### config.mk
export PLATFORM = sky130hd
export DESIGN_NAME = xbar_subsystem
export DESIGN_NICKNAME = d
export VERILOG_FILES = /design/src/source/xbar_pkg.sv /design/src/source/wb_arbiter.sv /design/src/source/xbar_config_ram.sv /design/src/source/xbar_host_regs.sv /design/src/source/xbar_shifter.sv /design/src/source/xbar_subsystem.sv
export VERILOG_INCLUDE_DIRS = /design/src /design/src/source
export SDC_FILE = /design/constraint.sdc
export NUM_CORES = 1
export LEC_CHECK = 0
export BUFFER_PORTS_ARGS = -buffer_cell sky130_fd_sc_hd__buf_2
export CAP_MARGIN = 20
export CORE_MARGIN = 2
export CORE_UTILIZATION = 45
export DETAILED_ROUTE_END_ITERATION = 8
export MAX_ROUTING_LAYER = met4
export PLACE_DENSITY = 0.57
export SYNTH_ARGS = -nofsm -noshare
export SYNTH_HDL_FRONTEND = slang
export SYNTH_SLANG_ARGS = --single-unit
export TNS_END_PERCENT = 50
### constraint.sdc
create_clock -name sclk -period 7.9 [get_ports sclk]
set_clock_uncertainty 0.1 [all_clocks]
set_input_delay 0.79 -clock sclk [delete_from_list [all_inputs] [get_ports sclk]]
set_output_delay 0.79 -clock sclk [all_outputs]
set_load 0.02 [all_outputs]
### src/source/xbar_config.svh
`ifndef XBAR_CONFIG_SVH
`define XBAR_CONFIG_SVH

// ---------------------------------------------------------------------------
// crossbar array geometry
// ---------------------------------------------------------------------------
`define XBAR_COUNT      2         // analog crossbar arrays
`define XBAR_WORDS      16        // 32-bit config words per crossbar (512 bits)

// ---------------------------------------------------------------------------
// host address map, page in adr[15:8] and offset in adr[7:0]
// ---------------------------------------------------------------------------
`define XBAR_HOST_PAGE  8'h00
`define XBAR_OFS_CMD    8'h20     // start bits, one per crossbar
`define XBAR_OFS_ID     8'h09
`define XBAR_OFS_BUSY   8'h0A
`define XBAR_ID_VALUE   16'h7ba2  // read back zero-extended

`endif

### src/source/xbar_pkg.sv
`default_nettype none

package xbar_pkg;

  // ---------------------------------------------------------------------------
  // wishbone classic, single width, no byte selects
  // ---------------------------------------------------------------------------
  typedef struct packed {
    logic        cyc;
    logic        stb;
    logic        we;
    logic [15:0] adr;   // page in 15:8, offset in 7:0
    logic [31:0] dat;   // write data
  } wb_req_t;

  typedef struct packed {
    logic        ack;   // one cycle per access
    logic [31:0] dat;   // read data, valid with ack
  } wb_rsp_t;

  // ---------------------------------------------------------------------------
  // pins toward one crossbar array
  // ---------------------------------------------------------------------------
  typedef struct packed {
    logic clk;    // shift clock, receiver samples sin on rise
    logic pclk;   // latch, active low
    logic sin;    // serial data, msb first
  } xbar_line_t;

endpackage

`default_nettype wire

### src/source/wb_arbiter.sv
`timescale 1ns/1ps
`default_nettype none

module wb_arbiter #(
  parameter int NUM_MASTERS = 3
) (
  input  logic                                sclk,
  input  logic                                reset,
  input  xbar_pkg::wb_req_t [NUM_MASTERS-1:0] m_req,
  output xbar_pkg::wb_rsp_t [NUM_MASTERS-1:0] m_rsp,
  output xbar_pkg::wb_req_t                   s_req,
  input  xbar_pkg::wb_rsp_t                   s_rsp
);

  localparam int IW = (NUM_MASTERS > 1) ? $clog2(NUM_MASTERS) : 1;

  logic          gnt_valid;
  logic [IW-1:0] gnt_idx;     // owner of the slave while gnt_valid
  logic [IW-1:0] last_idx;    // last owner, lowest priority next round
  logic [IW-1:0] next_idx;
  logic          next_found;

  // round robin search, starting just after the last owner
  always_comb begin : pick
    int cand;
    next_idx   = last_idx;
    next_found = 1'b0;
    for (int i = 1; i <= NUM_MASTERS; i++) begin
      cand = int'(last_idx) + i;
      if (cand >= NUM_MASTERS)
        cand = cand - NUM_MASTERS;   // wrap
      if (!next_found && m_req[cand].cyc) begin
        next_found = 1'b1;
        next_idx   = IW'(cand);
      end
    end
  end

  always_ff @(posedge sclk) begin
    if (reset) begin
      gnt_valid <= 1'b0;
      gnt_idx   <= '0;
      last_idx  <= IW'(NUM_MASTERS - 1);   // master 0 goes first
    end else if (!gnt_valid) begin
      gnt_valid <= next_found;
      gnt_idx   <= next_idx;
    end else if (!m_req[gnt_idx].cyc) begin
      gnt_valid <= 1'b0;                   // cycle done, rotate
      last_idx  <= gnt_idx;
    end
  end

  // ---------------------------------------------------------------------------
  // data path
  // ---------------------------------------------------------------------------
  assign s_req = gnt_valid ? m_req[gnt_idx] : '0;

  always_comb begin
    for (int i = 0; i < NUM_MASTERS; i++) begin
      m_rsp[i] = '0;   // no ack is the back-pressure for losers
      if (gnt_valid && gnt_idx == IW'(i))
        m_rsp[i] = s_rsp;
    end
  end

endmodule

`default_nettype wire

### src/source/xbar_config_ram.sv
`timescale 1ns/1ps
`default_nettype none

`include "xbar_config.svh"

module xbar_config_ram (
  input  logic              sclk,
  input  logic              reset,
  input  xbar_pkg::wb_req_t bus_req,
  output xbar_pkg::wb_rsp_t bus_rsp
);

  localparam int DEPTH = `XBAR_COUNT * `XBAR_WORDS;   // 32 words
  localparam int AW    = $clog2(DEPTH);

  logic [31:0]   mem [DEPTH];
  logic [AW-1:0] addr;
  logic          hit;     // new access, not the tail of the last one
  logic          ack_q;
  logic [31:0]   rd_q;

  assign addr = bus_req.adr[AW-1:0];
  assign hit  = bus_req.cyc && bus_req.stb && !ack_q;

  always_ff @(posedge sclk) begin
    if (reset)
      ack_q <= 1'b0;
    else
      ack_q <= hit;
  end

  always_ff @(posedge sclk) begin
    if (hit) begin
      if (bus_req.we)
        mem[addr] <= bus_req.dat;
      rd_q <= mem[addr];   // old word on a write, nobody reads it then
    end
  end

  assign bus_rsp.ack = ack_q;
  assign bus_rsp.dat = rd_q;

endmodule

`default_nettype wire

### src/source/xbar_host_regs.sv
`timescale 1ns/1ps
`default_nettype none

`include "xbar_config.svh"

module xbar_host_regs (
  input  logic                   sclk,
  input  logic                   reset,
  input  xbar_pkg::wb_req_t      host_req,
  output xbar_pkg::wb_rsp_t      host_rsp,
  output xbar_pkg::wb_req_t      mem_req,
  input  xbar_pkg::wb_rsp_t      mem_rsp,
  input  logic [`XBAR_COUNT-1:0] busy,
  output logic [`XBAR_COUNT-1:0] start
);

  logic [7:0]  page;      // host adr[15:8]
  logic [7:0]  ofs;       // host adr[7:0]
  logic        page_hit;
  logic        stat_rd;   // id or busy read, shadows the ram word at that offset
  logic        cfg_sel;   // access targets the config ram
  logic        reg_sel;   // new local register access this cycle
  logic        reg_ack;
  logic [31:0] reg_dat;
  logic [31:0] rd_mux;

  assign page     = host_req.adr[15:8];
  assign ofs      = host_req.adr[7:0];
  assign page_hit = (page == `XBAR_HOST_PAGE);
  assign stat_rd  = page_hit && !host_req.we &&
                    (ofs == `XBAR_OFS_ID || ofs == `XBAR_OFS_BUSY);
  assign cfg_sel  = page_hit && (ofs < 8'(`XBAR_COUNT * `XBAR_WORDS)) && !stat_rd;
  // anything not on the ram window is answered here, pending ack blocks a repeat
  assign reg_sel  = host_req.cyc && host_req.stb && !cfg_sel && !reg_ack;

  // ---------------------------------------------------------------------------
  // config window, relayed to the arbiter and held by the host until ack
  // ---------------------------------------------------------------------------
  always_comb begin
    mem_req     = host_req;
    mem_req.cyc = host_req.cyc & cfg_sel;
    mem_req.stb = host_req.stb & cfg_sel;
  end

  // local read data, unmapped offsets and foreign pages read 0
  always_comb begin
    rd_mux = '0;
    if (page_hit) begin
      case (ofs)
        `XBAR_OFS_ID:   rd_mux = 32'(`XBAR_ID_VALUE);
        `XBAR_OFS_BUSY: rd_mux = 32'(busy);          // busy bits in the low end
        default:        rd_mux = '0;                 // cmd reads back 0 too
      endcase
    end
  end

  always_ff @(posedge sclk) begin
    if (reset) begin
      reg_ack <= 1'b0;
      start   <= '0;
    end else begin
      reg_ack <= reg_sel;
      // one-cycle start, a request for a busy crossbar is dropped
      if (reg_sel && host_req.we && page_hit && ofs == `XBAR_OFS_CMD)
        start <= host_req.dat[`XBAR_COUNT-1:0] & ~busy;
      else
        start <= '0;
    end
  end

  always_ff @(posedge sclk) begin
    if (reg_sel)
      reg_dat <= rd_mux;
  end

  // ram acks only reach us for config accesses, so an or is enough
  assign host_rsp.ack = reg_ack | mem_rsp.ack;
  assign host_rsp.dat = reg_ack ? reg_dat : mem_rsp.dat;

endmodule

`default_nettype wire

### src/source/xbar_shifter.sv
`timescale 1ns/1ps
`default_nettype none

`include "xbar_config.svh"

module xbar_shifter #(
  parameter int XBAR_INDEX = 0   // picks the ram half
) (
  input  logic                 sclk,
  input  logic                 reset,
  input  logic                 start,
  output logic                 busy,
  output xbar_pkg::wb_req_t    mem_req,
  input  xbar_pkg::wb_rsp_t    mem_rsp,
  output xbar_pkg::xbar_line_t line
);

  localparam int NBITS = `XBAR_WORDS * 32;   // 512 bits per array

  typedef enum logic [2:0] {
    st_idle,
    st_fetch,       // read one word over the bus
    st_shift_low,   // sin settles, clk low
    st_shift_high,  // clk high, receiver samples
    st_latch        // pclk low for one cycle
  } state_t;

  state_t      state;
  logic [8:0]  bit_cnt;   // bits already sent
  logic [31:0] sreg;      // current word, bit 31 on the line

  // ---------------------------------------------------------------------------
  // fsm and data path
  // ---------------------------------------------------------------------------
  always_ff @(posedge sclk) begin
    if (reset) begin
      state   <= st_idle;
      bit_cnt <= '0;
      sreg    <= '0;
    end else begin
      case (state)
        st_idle: begin
          bit_cnt <= '0;
          if (start)
            state <= st_fetch;
        end
        st_fetch: begin
          if (mem_rsp.ack) begin
            sreg  <= mem_rsp.dat;
            state <= st_shift_low;
          end
        end
        st_shift_low: state <= st_shift_high;
        st_shift_high: begin
          sreg    <= {sreg[30:0], 1'b0};   // next bit after the high phase
          bit_cnt <= bit_cnt + 9'd1;
          if (bit_cnt == 9'(NBITS - 1))
            state <= st_latch;
          else if (bit_cnt[4:0] == 5'h1f)
            state <= st_fetch;             // word done, get the next one
          else
            state <= st_shift_low;
        end
        st_latch: state <= st_idle;
        default:  state <= st_idle;
      endcase
    end
  end

  assign busy = (state != st_idle);   // rises the cycle after start

  // ---------------------------------------------------------------------------
  // bus read, word index comes from the upper counter bits
  // ---------------------------------------------------------------------------
  always_comb begin
    mem_req     = '0;
    mem_req.cyc = (state == st_fetch);
    mem_req.stb = (state == st_fetch);   // drops once ack moves us on
    mem_req.adr = 16'(XBAR_INDEX * `XBAR_WORDS) + 16'(bit_cnt[8:5]);
  end

  // crossbar pins
  assign line.clk  = (state == st_shift_high);
  assign line.pclk = (state != st_latch);    // idle high
  assign line.sin  = sreg[31];

endmodule

`default_nettype wire

### src/source/xbar_subsystem.sv
`timescale 1ns/1ps
`default_nettype none

`include "xbar_config.svh"

module xbar_subsystem (
  input  logic                                     sclk,
  input  logic                                     reset,
  input  xbar_pkg::wb_req_t                        host_req,
  output xbar_pkg::wb_rsp_t                        host_rsp,
  output xbar_pkg::xbar_line_t [`XBAR_COUNT-1:0]   xbar
);

  localparam int NUM_MASTERS = `XBAR_COUNT + 1;   // host regs plus one per shifter

  xbar_pkg::wb_req_t [NUM_MASTERS-1:0] arb_req;   // 0 host, k+1 shifter k
  xbar_pkg::wb_rsp_t [NUM_MASTERS-1:0] arb_rsp;
  xbar_pkg::wb_req_t                   ram_req;
  xbar_pkg::wb_rsp_t                   ram_rsp;
  logic [`XBAR_COUNT-1:0]              busy;
  logic [`XBAR_COUNT-1:0]              start;

  // ---------------------------------------------------------------------------
  // host side
  // ---------------------------------------------------------------------------
  xbar_host_regs host_regs_inst (
    .sclk     (sclk),
    .reset    (reset),
    .host_req (host_req),
    .host_rsp (host_rsp),
    .mem_req  (arb_req[0]),
    .mem_rsp  (arb_rsp[0]),
    .busy     (busy),
    .start    (start)
  );

  wb_arbiter #(
    .NUM_MASTERS (NUM_MASTERS)
  ) arbiter_inst (
    .sclk  (sclk),
    .reset (reset),
    .m_req (arb_req),
    .m_rsp (arb_rsp),
    .s_req (ram_req),
    .s_rsp (ram_rsp)
  );

  xbar_config_ram config_ram_inst (
    .sclk    (sclk),
    .reset   (reset),
    .bus_req (ram_req),
    .bus_rsp (ram_rsp)
  );

  // ---------------------------------------------------------------------------
  // one shifter per crossbar array
  // ---------------------------------------------------------------------------
  for (genvar k = 0; k < `XBAR_COUNT; k++) begin : g_shifter
    xbar_shifter #(
      .XBAR_INDEX (k)
    ) shifter_inst (
      .sclk    (sclk),
      .reset   (reset),
      .start   (start[k]),
      .busy    (busy[k]),
      .mem_req (arb_req[k+1]),
      .mem_rsp (arb_rsp[k+1]),
      .line    (xbar[k])
    );
  end

endmodule

`default_nettype wire
* Word-level counts from Yosys, hierarchy flattened
Memories as Yosys holds them, arrays and structs flattened. A register that Yosys moved wholly into a read port is not among the register bits.
Index checks and enable logic that the tools add are counted.
W data, S select, Z words.
** Operators by class
- $add $sub $neg :: 9
- Bitwise gates (word level) :: 7
- Order comparisons :: 8
- Reduce and logical (&&, ||, !) cells :: 41
- Equal/unequal tests :: 21
- Multiplexer cells :: 47
** Operators by type and width (number)
- $bmux W51 S2 :: 4
- $mux W51 :: 8
- $mux W32 :: 6
- $pmux W32 S2 :: 2
- $mux W33 :: 3
- $ge A32 B3 Y1 const B :: 3
- $lt A32 B4 Y1 const B :: 3
- $sub A32 B3 Y32 const B :: 3
- $pmux W9 S2 :: 2
- $pmux W15 S2 :: 1
- $pmux W3 S4 :: 2
- $add A9 B1 Y9 const B :: 2
- $eq A9 B9 Y1 const B :: 2
- $mux W3 :: 6
- $logic_and A1 B1 Y1 :: 17
- $eq A8 B4 Y1 const B :: 2
- $eq A3 B2 Y1 const B :: 4
- $eq A5 B5 Y1 const B :: 2
- $mux W2 :: 5
- $reduce_and A2 Y1 :: 5
- $eq A8 B6 Y1 const B :: 1
- $logic_not A8 Y1 :: 1
- $lt A8 B6 Y1 const B :: 1
- $mux W1 :: 8
- other kinds (22) :: 40
** Storage, ports and cells
- Output and inout bits :: 39
- Bits of input ports :: 53
- Flip-flop bits (word level) :: 129
- Logic and storage cells :: 147
- Bits in writable memories :: 1024
- Memories :: 1
** Memory list
- config_ram_inst.mem :: words 32, width 32, read ports 1, clocked after Yosys merged registers in 1, wr ports 1, RTL line xbar_config_ram.sv:16 : logic [31:0] mem [DEPTH];

* Logic depth before layout (Yosys ltp)
- Depth after elaboration :: 17
- Gate-level depth with buffers :: 13
- Gate-level depth less buffers :: 8

* Cells and area by module
From an unflattened synthesis, not the netlist that was laid out.
** Second synthesis, totals
- Cells, all modules :: 3254
- Area, all modules :: 48774.3 um^2
** By module, submodules not included
- xbar_config_ram :: cells each 2113, area each 40055.9 um^2, times used 1, sequential area each 31730.4 um^2
- xbar_shifter (g_shifter[1].shifter_inst) :: cells each 311, area each 2687.6 um^2, times used 1, sequential area each 880.8 um^2
- xbar_shifter (g_shifter[0].shifter_inst) :: cells each 310, area each 2683.8 um^2, times used 1, sequential area each 880.8 um^2
- wb_arbiter :: cells each 390, area each 2374.8 um^2, times used 1, sequential area each 100.1 um^2
- xbar_host_regs :: cells each 130, area each 972.2 um^2, times used 1, sequential area each 150.1 um^2

* Worst setup path after synthesis
Ideal clock, no wire load.
- Path kind :: input port to flip-flop
- Start :: in host_req[38] (netlist bit)
- End :: mem config_ram_inst.mem[11][0] (enable)
- Data required time :: 7379 ps
- Setup time :: 421 ps
- Stages on the path :: 7
- Path slack :: 929 ps
- Data arrival time :: 6450 ps
- Path buffers :: 0
- Path through :: or4_1 nor4b_2 nand4_1 a211oi_1 and3_1 nand3_1 nor2_1
** On the way
- Word-level cells in the longest chain between the ends :: 13
- Elaborated cells on any way between the ends :: 17
- Classes of those cells :: order compare (1); eq/ne (2); mux (5); bitwise (2); reduce/logical (7)
** RTL lines
- start, declared :: RTL line xbar_subsystem.sv:9 : input xbar_pkg::wb_req_t host_req,
- parallel branches: the longest is 4 deep, another holds $lt A8 B6 Y1
- $logic_and A1 B1 Y1 (*) :: RTL line xbar_host_regs.sv:32 : assign cfg_sel = page_hit && (ofs < 8'(`XBAR_COUNT * `XBAR_WORDS)) && !stat_rd;
- $and A1 B1 Y1 (on tied branches) :: RTL line xbar_host_regs.sv:41, xbar_host_regs.sv:42
- $bmux W51 S2 (*) :: RTL line wb_arbiter.sv:56 : assign s_req = gnt_valid ? m_req[gnt_idx] : '0;
- $mux W51 (not written as such) (*) :: RTL line wb_arbiter.sv:56
- $mux W51 (*) :: RTL line wb_arbiter.sv:56
- $logic_and A1 B1 Y1 (*) (2 in series) :: RTL line xbar_config_ram.sv:23 : assign hit = bus_req.cyc && bus_req.stb && !ack_q;
- via config_ram_inst.hit :: RTL line xbar_config_ram.sv:18 : logic hit;
- $mux W1 (*) :: RTL line xbar_config_ram.sv:33 : if (hit) begin
- $mux W1 (not written as such) (*) :: RTL line xbar_config_ram.sv:35 : mem[addr] <= bus_req.dat;
- end, declared :: RTL line xbar_config_ram.sv:16
Mark *: on every way through the listed nets, which the timed path passes. The select of a mux whose other input is x is not followed.

* Worst setup path in the final report
- Start :: reg arbiter_inst.gnt_idx[0]
- End :: mem config_ram_inst.mem[3][15] (enable)
** On the way
- Word-level cells in the longest chain between the ends :: 7
- Elaborated cells on any way between the ends :: 8
- Classes of those cells :: mux (6); reduce/logical (2)
** RTL lines
- start, declared :: RTL line wb_arbiter.sv:18 : logic [IW-1:0] gnt_idx;
- start signal, assigned :: RTL line wb_arbiter.sv:46 : gnt_idx <= next_idx;
- $bmux W51 S2 :: RTL line wb_arbiter.sv:56
- $mux W51 (not written as such) :: RTL line wb_arbiter.sv:56
- $mux W51 :: RTL line wb_arbiter.sv:56
- $logic_and A1 B1 Y1 (2 in series) :: RTL line xbar_config_ram.sv:23
- via config_ram_inst.hit :: RTL line xbar_config_ram.sv:18
- $mux W1 :: RTL line xbar_config_ram.sv:33
- $mux W1 (not written as such) :: RTL line xbar_config_ram.sv:35
The timed path passes the listed nets, and every way through them passes these cells. The select of a mux whose other input is x is not followed.

==> flow_metrics.py <==
metrics = {
    "outcome": {
        "status": "finished, final reports clean",
    },
    "critical_path": {
        "arrival_ns": 5.88,
        "critPathLaunch": "arbiter_inst.gnt_idx[0]",
        "crit_end": "config_ram_inst.mem[3][15]",
        "rrSetupSlack_ns": 2.32,
        "crit_type": "flop to flop",
        "endpoint_kind": "flop",
        "ff2ff_path_depth": 9,
        "r2r-end": "config_ram_inst.mem[3][15]",
        "startpoint_type": "flop",
        "crit_required_ns": 8.19,
        "worstReg2RegStart": "arbiter_inst.gnt_idx[0]",
        "crit_fanout": 36,
    },
    "drt": {
        "viasPerCell": 6.434,
        "vias": 30540,
        "drt_iter0_markers": 5002,
        "drt-pass1-iter-count": 6,
        "routedWlPerCell_um": 31.30,
        "drc": 0,
        "final_antenna_net_count": 0,
        "wl_mm": 148.6,
    },
    "yosys": {
        "synth_compound_area_share_pct": 12.82,
        "syn-instance-count": 3238,
        "synth_edf_count": 1059,
        "synth.area.mux_share_pct": 0.8622,
        "synth_cell_types": 75,
        "synth_nets": 3300,
        "yosys_warnings": 0,
        "yosys.area_share.adder_pct": 0.2487,
        "yosysSeqAreaShare_pct": 74.52,
        "synth-async-reset-ratio_pct": 0,
        "syn_area_per_cell_um2": 13.98,
        "ys_ff_latch": 1156,
        "ys.flop_type": "edfxtp_1",
        "synth_xor_area_share_pct": 0.01934,
        "syn-cell-area_um2": 45280,
        "yosys.area_share.simple_pct": 9.321,
        "synth_top_family_by_area": "compound AO/OA/AOI/OAI gates",
    },
    "floorplanning": {
        "io_pins": 92,
        "initial_core_util_pct": 45.34,
        "die_area_um2": 103200,
        "placementRows": 116,
        "die_h_um": 321.2,
        "core_area_um2": 99860,
        "chipWidth_um": 321.2,
    },
    "global_routing": {
        "grt_max_degree": 118,
        "overflow": 0,
        "grt.busiest_layer": "met2",
        "antenna_found_initial": 10,
        "met3_usage_pct": 6.681,
        "track_usage_pct": 29.50,
        "grt_pass1_vias": 28560,
        "grtUsageMet2_pct": 42.86,
        "grt_pass1_wl_mm": 212.2,
        "use_met1_pct": 41.67,
    },
    "timing": {
        "fin_crit_ns": 5.584,
        "fmax_ghz": 0.1791,
        "tns_ns": 0,
        "layout_setup_ws_ns": 2.316,
        "worstMarginPinSlew_ns": 1.139,
        "period_share_pct": 70.69,
        "finalHoldViolCount": 0,
        "slew_violations": 0,
        "max_slew_margin_pct": 23.90,
        "rsz0062_at_grt": "no",
        "setup_violations": 0,
        "holdWs_ns": 0.2443,
    },
    "clock_tree": {
        "cts_setup_buffers": 0,
        "h-tree-depth": 3,
        "clock_sinks": 1156,
        "clk_latency_ns": 0.71,
        "cts_inserted_buffers": 116,
        "clk_pin_slew_worst_paths_ns": 0.07,
        "cts_buffer_depth": 3,
        "cts-root-buf": "clkbuf_16",
        "cts_tree": "done",
        "cts.hold.buffers_added": 0,
        "cts_resized": 0,
    },
    "power_and_ir_drop": {
        "p_leak_nw": 16.84,
        "ir_drop_v": 0.0001631,
        "total_power_mw": 13.39,
        "cellPowerDensity_nw_per_um2": 258.0,
    },
    "min_path": {
        "hold_path_class": "input port to flop",
    },
    "placement": {
        "gp_congestion": 0.9394,
        "place.port_buffers": 91,
        "place_hpwl_mm": 91.43,
        "preCtsSetupSlack_ns": 2.091,
    },
    "cells_and_area": {
        "drive_above_1_share_pct": 13.71,
        "nets": 3404,
        "layout_commonest_cell": "edfxtp_1",
        "syn_to_final_growth_pct": 14.67,
        "mostFrequentLayoutCells": "1059 x edfxtp_1, 396 x nand2_1, 277 x a21oi_1",
    },
    "job": {
        "max-cap-violations": 0,
    },
}
## Yosys cell counts, types with 9 or more instances
library cell	n	area share (%)
and2_1	29	0.40
nand3_1	74	0.82
o22ai_1	15	0.21
nand4_1	18	0.25
a21oi_1	277	3.1
o21ai_1	9	0.099
a221oi_1	62	1.2
or3_1	9	0.12
dfxtp_1	97	4.3
o21ai_0	159	1.8
nor3_1	62	0.69
a211o_1	9	0.17
buf_2	62	0.69
a22o_1	21	0.41
mux2i_1	29	0.64
and3_1	41	0.57
inv_1	13	0.11
buf_1	22	0.18
nand2_1	402	3.3
a211oi_1	56	0.93
a221o_1	15	0.33
o211ai_1	19	0.32
clkbuf_1	115	0.95
ha_1	9	0.25
a311oi_1	39	0.75
edfxtp_1	1059	70
or4_1	24	0.40
o2bb2ai_1	9	0.17
nor4_1	20	0.28
a222oi_1	13	0.29
nor2_1	203	1.7
a22oi_1	95	1.6
a31oi_1	12	0.17
## power breakdown
part	switching [mW]	total, mW	internal, mW
combinational	0.782	1.04	0.259
clock	2.37	5.64	3.27
sequential	0.0175	6.71	6.69
total	3.17	13.4	10.2
## routing by layer
metal	vias to the layer above	share of wire, %
met5	-	0
met4	0	3.2
met3	283	12
met2	1966	44
met1	15450	41
li1	12840	-
## worst min path at each step
| stage | depth (start not counted) | endpoint | slack (ns) | startpoint |
|---|---|---|---|---|
| after floorplan | 2 | g_shifter[0].shifter_inst.sreg[0] | 0.34 | g_shifter[0].shifter_inst.sreg[0] |
| after global placement | 2 | g_shifter[0].shifter_inst.sreg[0] | 0.35 | g_shifter[0].shifter_inst.sreg[0] |
| after detailed placement | 2 | g_shifter[1].shifter_inst.sreg[0] | 0.37 | g_shifter[1].shifter_inst.sreg[0] |
| after CTS | 3 | host_regs_inst.start[0] | 0.21 | host_req[0] |
| after global routing | 3 | host_regs_inst.start[0] | 0.23 | host_req[0] |
| final | 3 | host_regs_inst.start[0] | 0.24 | host_req[0] |
## critical path, cell delays in order (launching register included)
cell and delay [ns]:
dfxtp_1 0.57, inv_2 0.86, nand3_1 0.16, o21a_1 0.22, a211oi_4 0.21, buf_4 0.53, and3_1 0.35, nand3_1 0.76
nor2_4 1.10, buf_4 0.39
## layout make-up
type	instances	area, um^2
Antenna cell	7	17.52
Clock buffer	138	3089
Clock inverter	80	817.0
Fill cell	8211	47930
Inverter	15	56.30
Multi-Input combinational cell	1855	11000
Sequential cell	1156	33740
Tap cell	1298	1624
Timing Repair Buffer	198	1577
## state kept, by name (all words and copies together), names as in the netlist
name	count
g_shifter.shifter_inst.bit_cnt	18
g_shifter.shifter_inst.state	6
arbiter_inst.gnt_idx	2
arbiter_inst.gnt_valid	1
host_regs_inst.start	2
config_ram_inst.ack_q	1
config_ram_inst.rd_q	32
config_ram_inst.mem	1024
host_regs_inst.reg_ack	1
g_shifter.shifter_inst.sreg	64
arbiter_inst.last_idx	2
host_regs_inst.reg_dat	3
## stage by stage
| step | cells | cell area (um^2) | util [%] |
|---|---|---|---|
| 2_1_floorplan | 3238 | 45280 | - |
| 3_3_place_gp | 4505 | 47630 | 47.70 |
| 3_5_place_dp | 4514 | 47830 | 47.90 |
| 4_1_cts | 4732 | 51740 | 51.81 |
| 5_1_grt | 4746 | 51920 | 51.99 |
| 6_report | 4747 | 51920 | 52.00 |
## kinds of logic (layout without fill, tap and decap cells)
kind of cell / Yosys count / count (layout)
xor gates and xnor gates: 1 / 1
AOI/OAI and AO/OA: 882 / 882
adders and majority gates: 9 / 9
muxes: 37 / 37
and+or+nand+nor: 926 / 926
DFF: 1156 / 1156
other: 0 / 7
buffers and inverters: 227 / 431
Power figures use the tool's default switching activity.
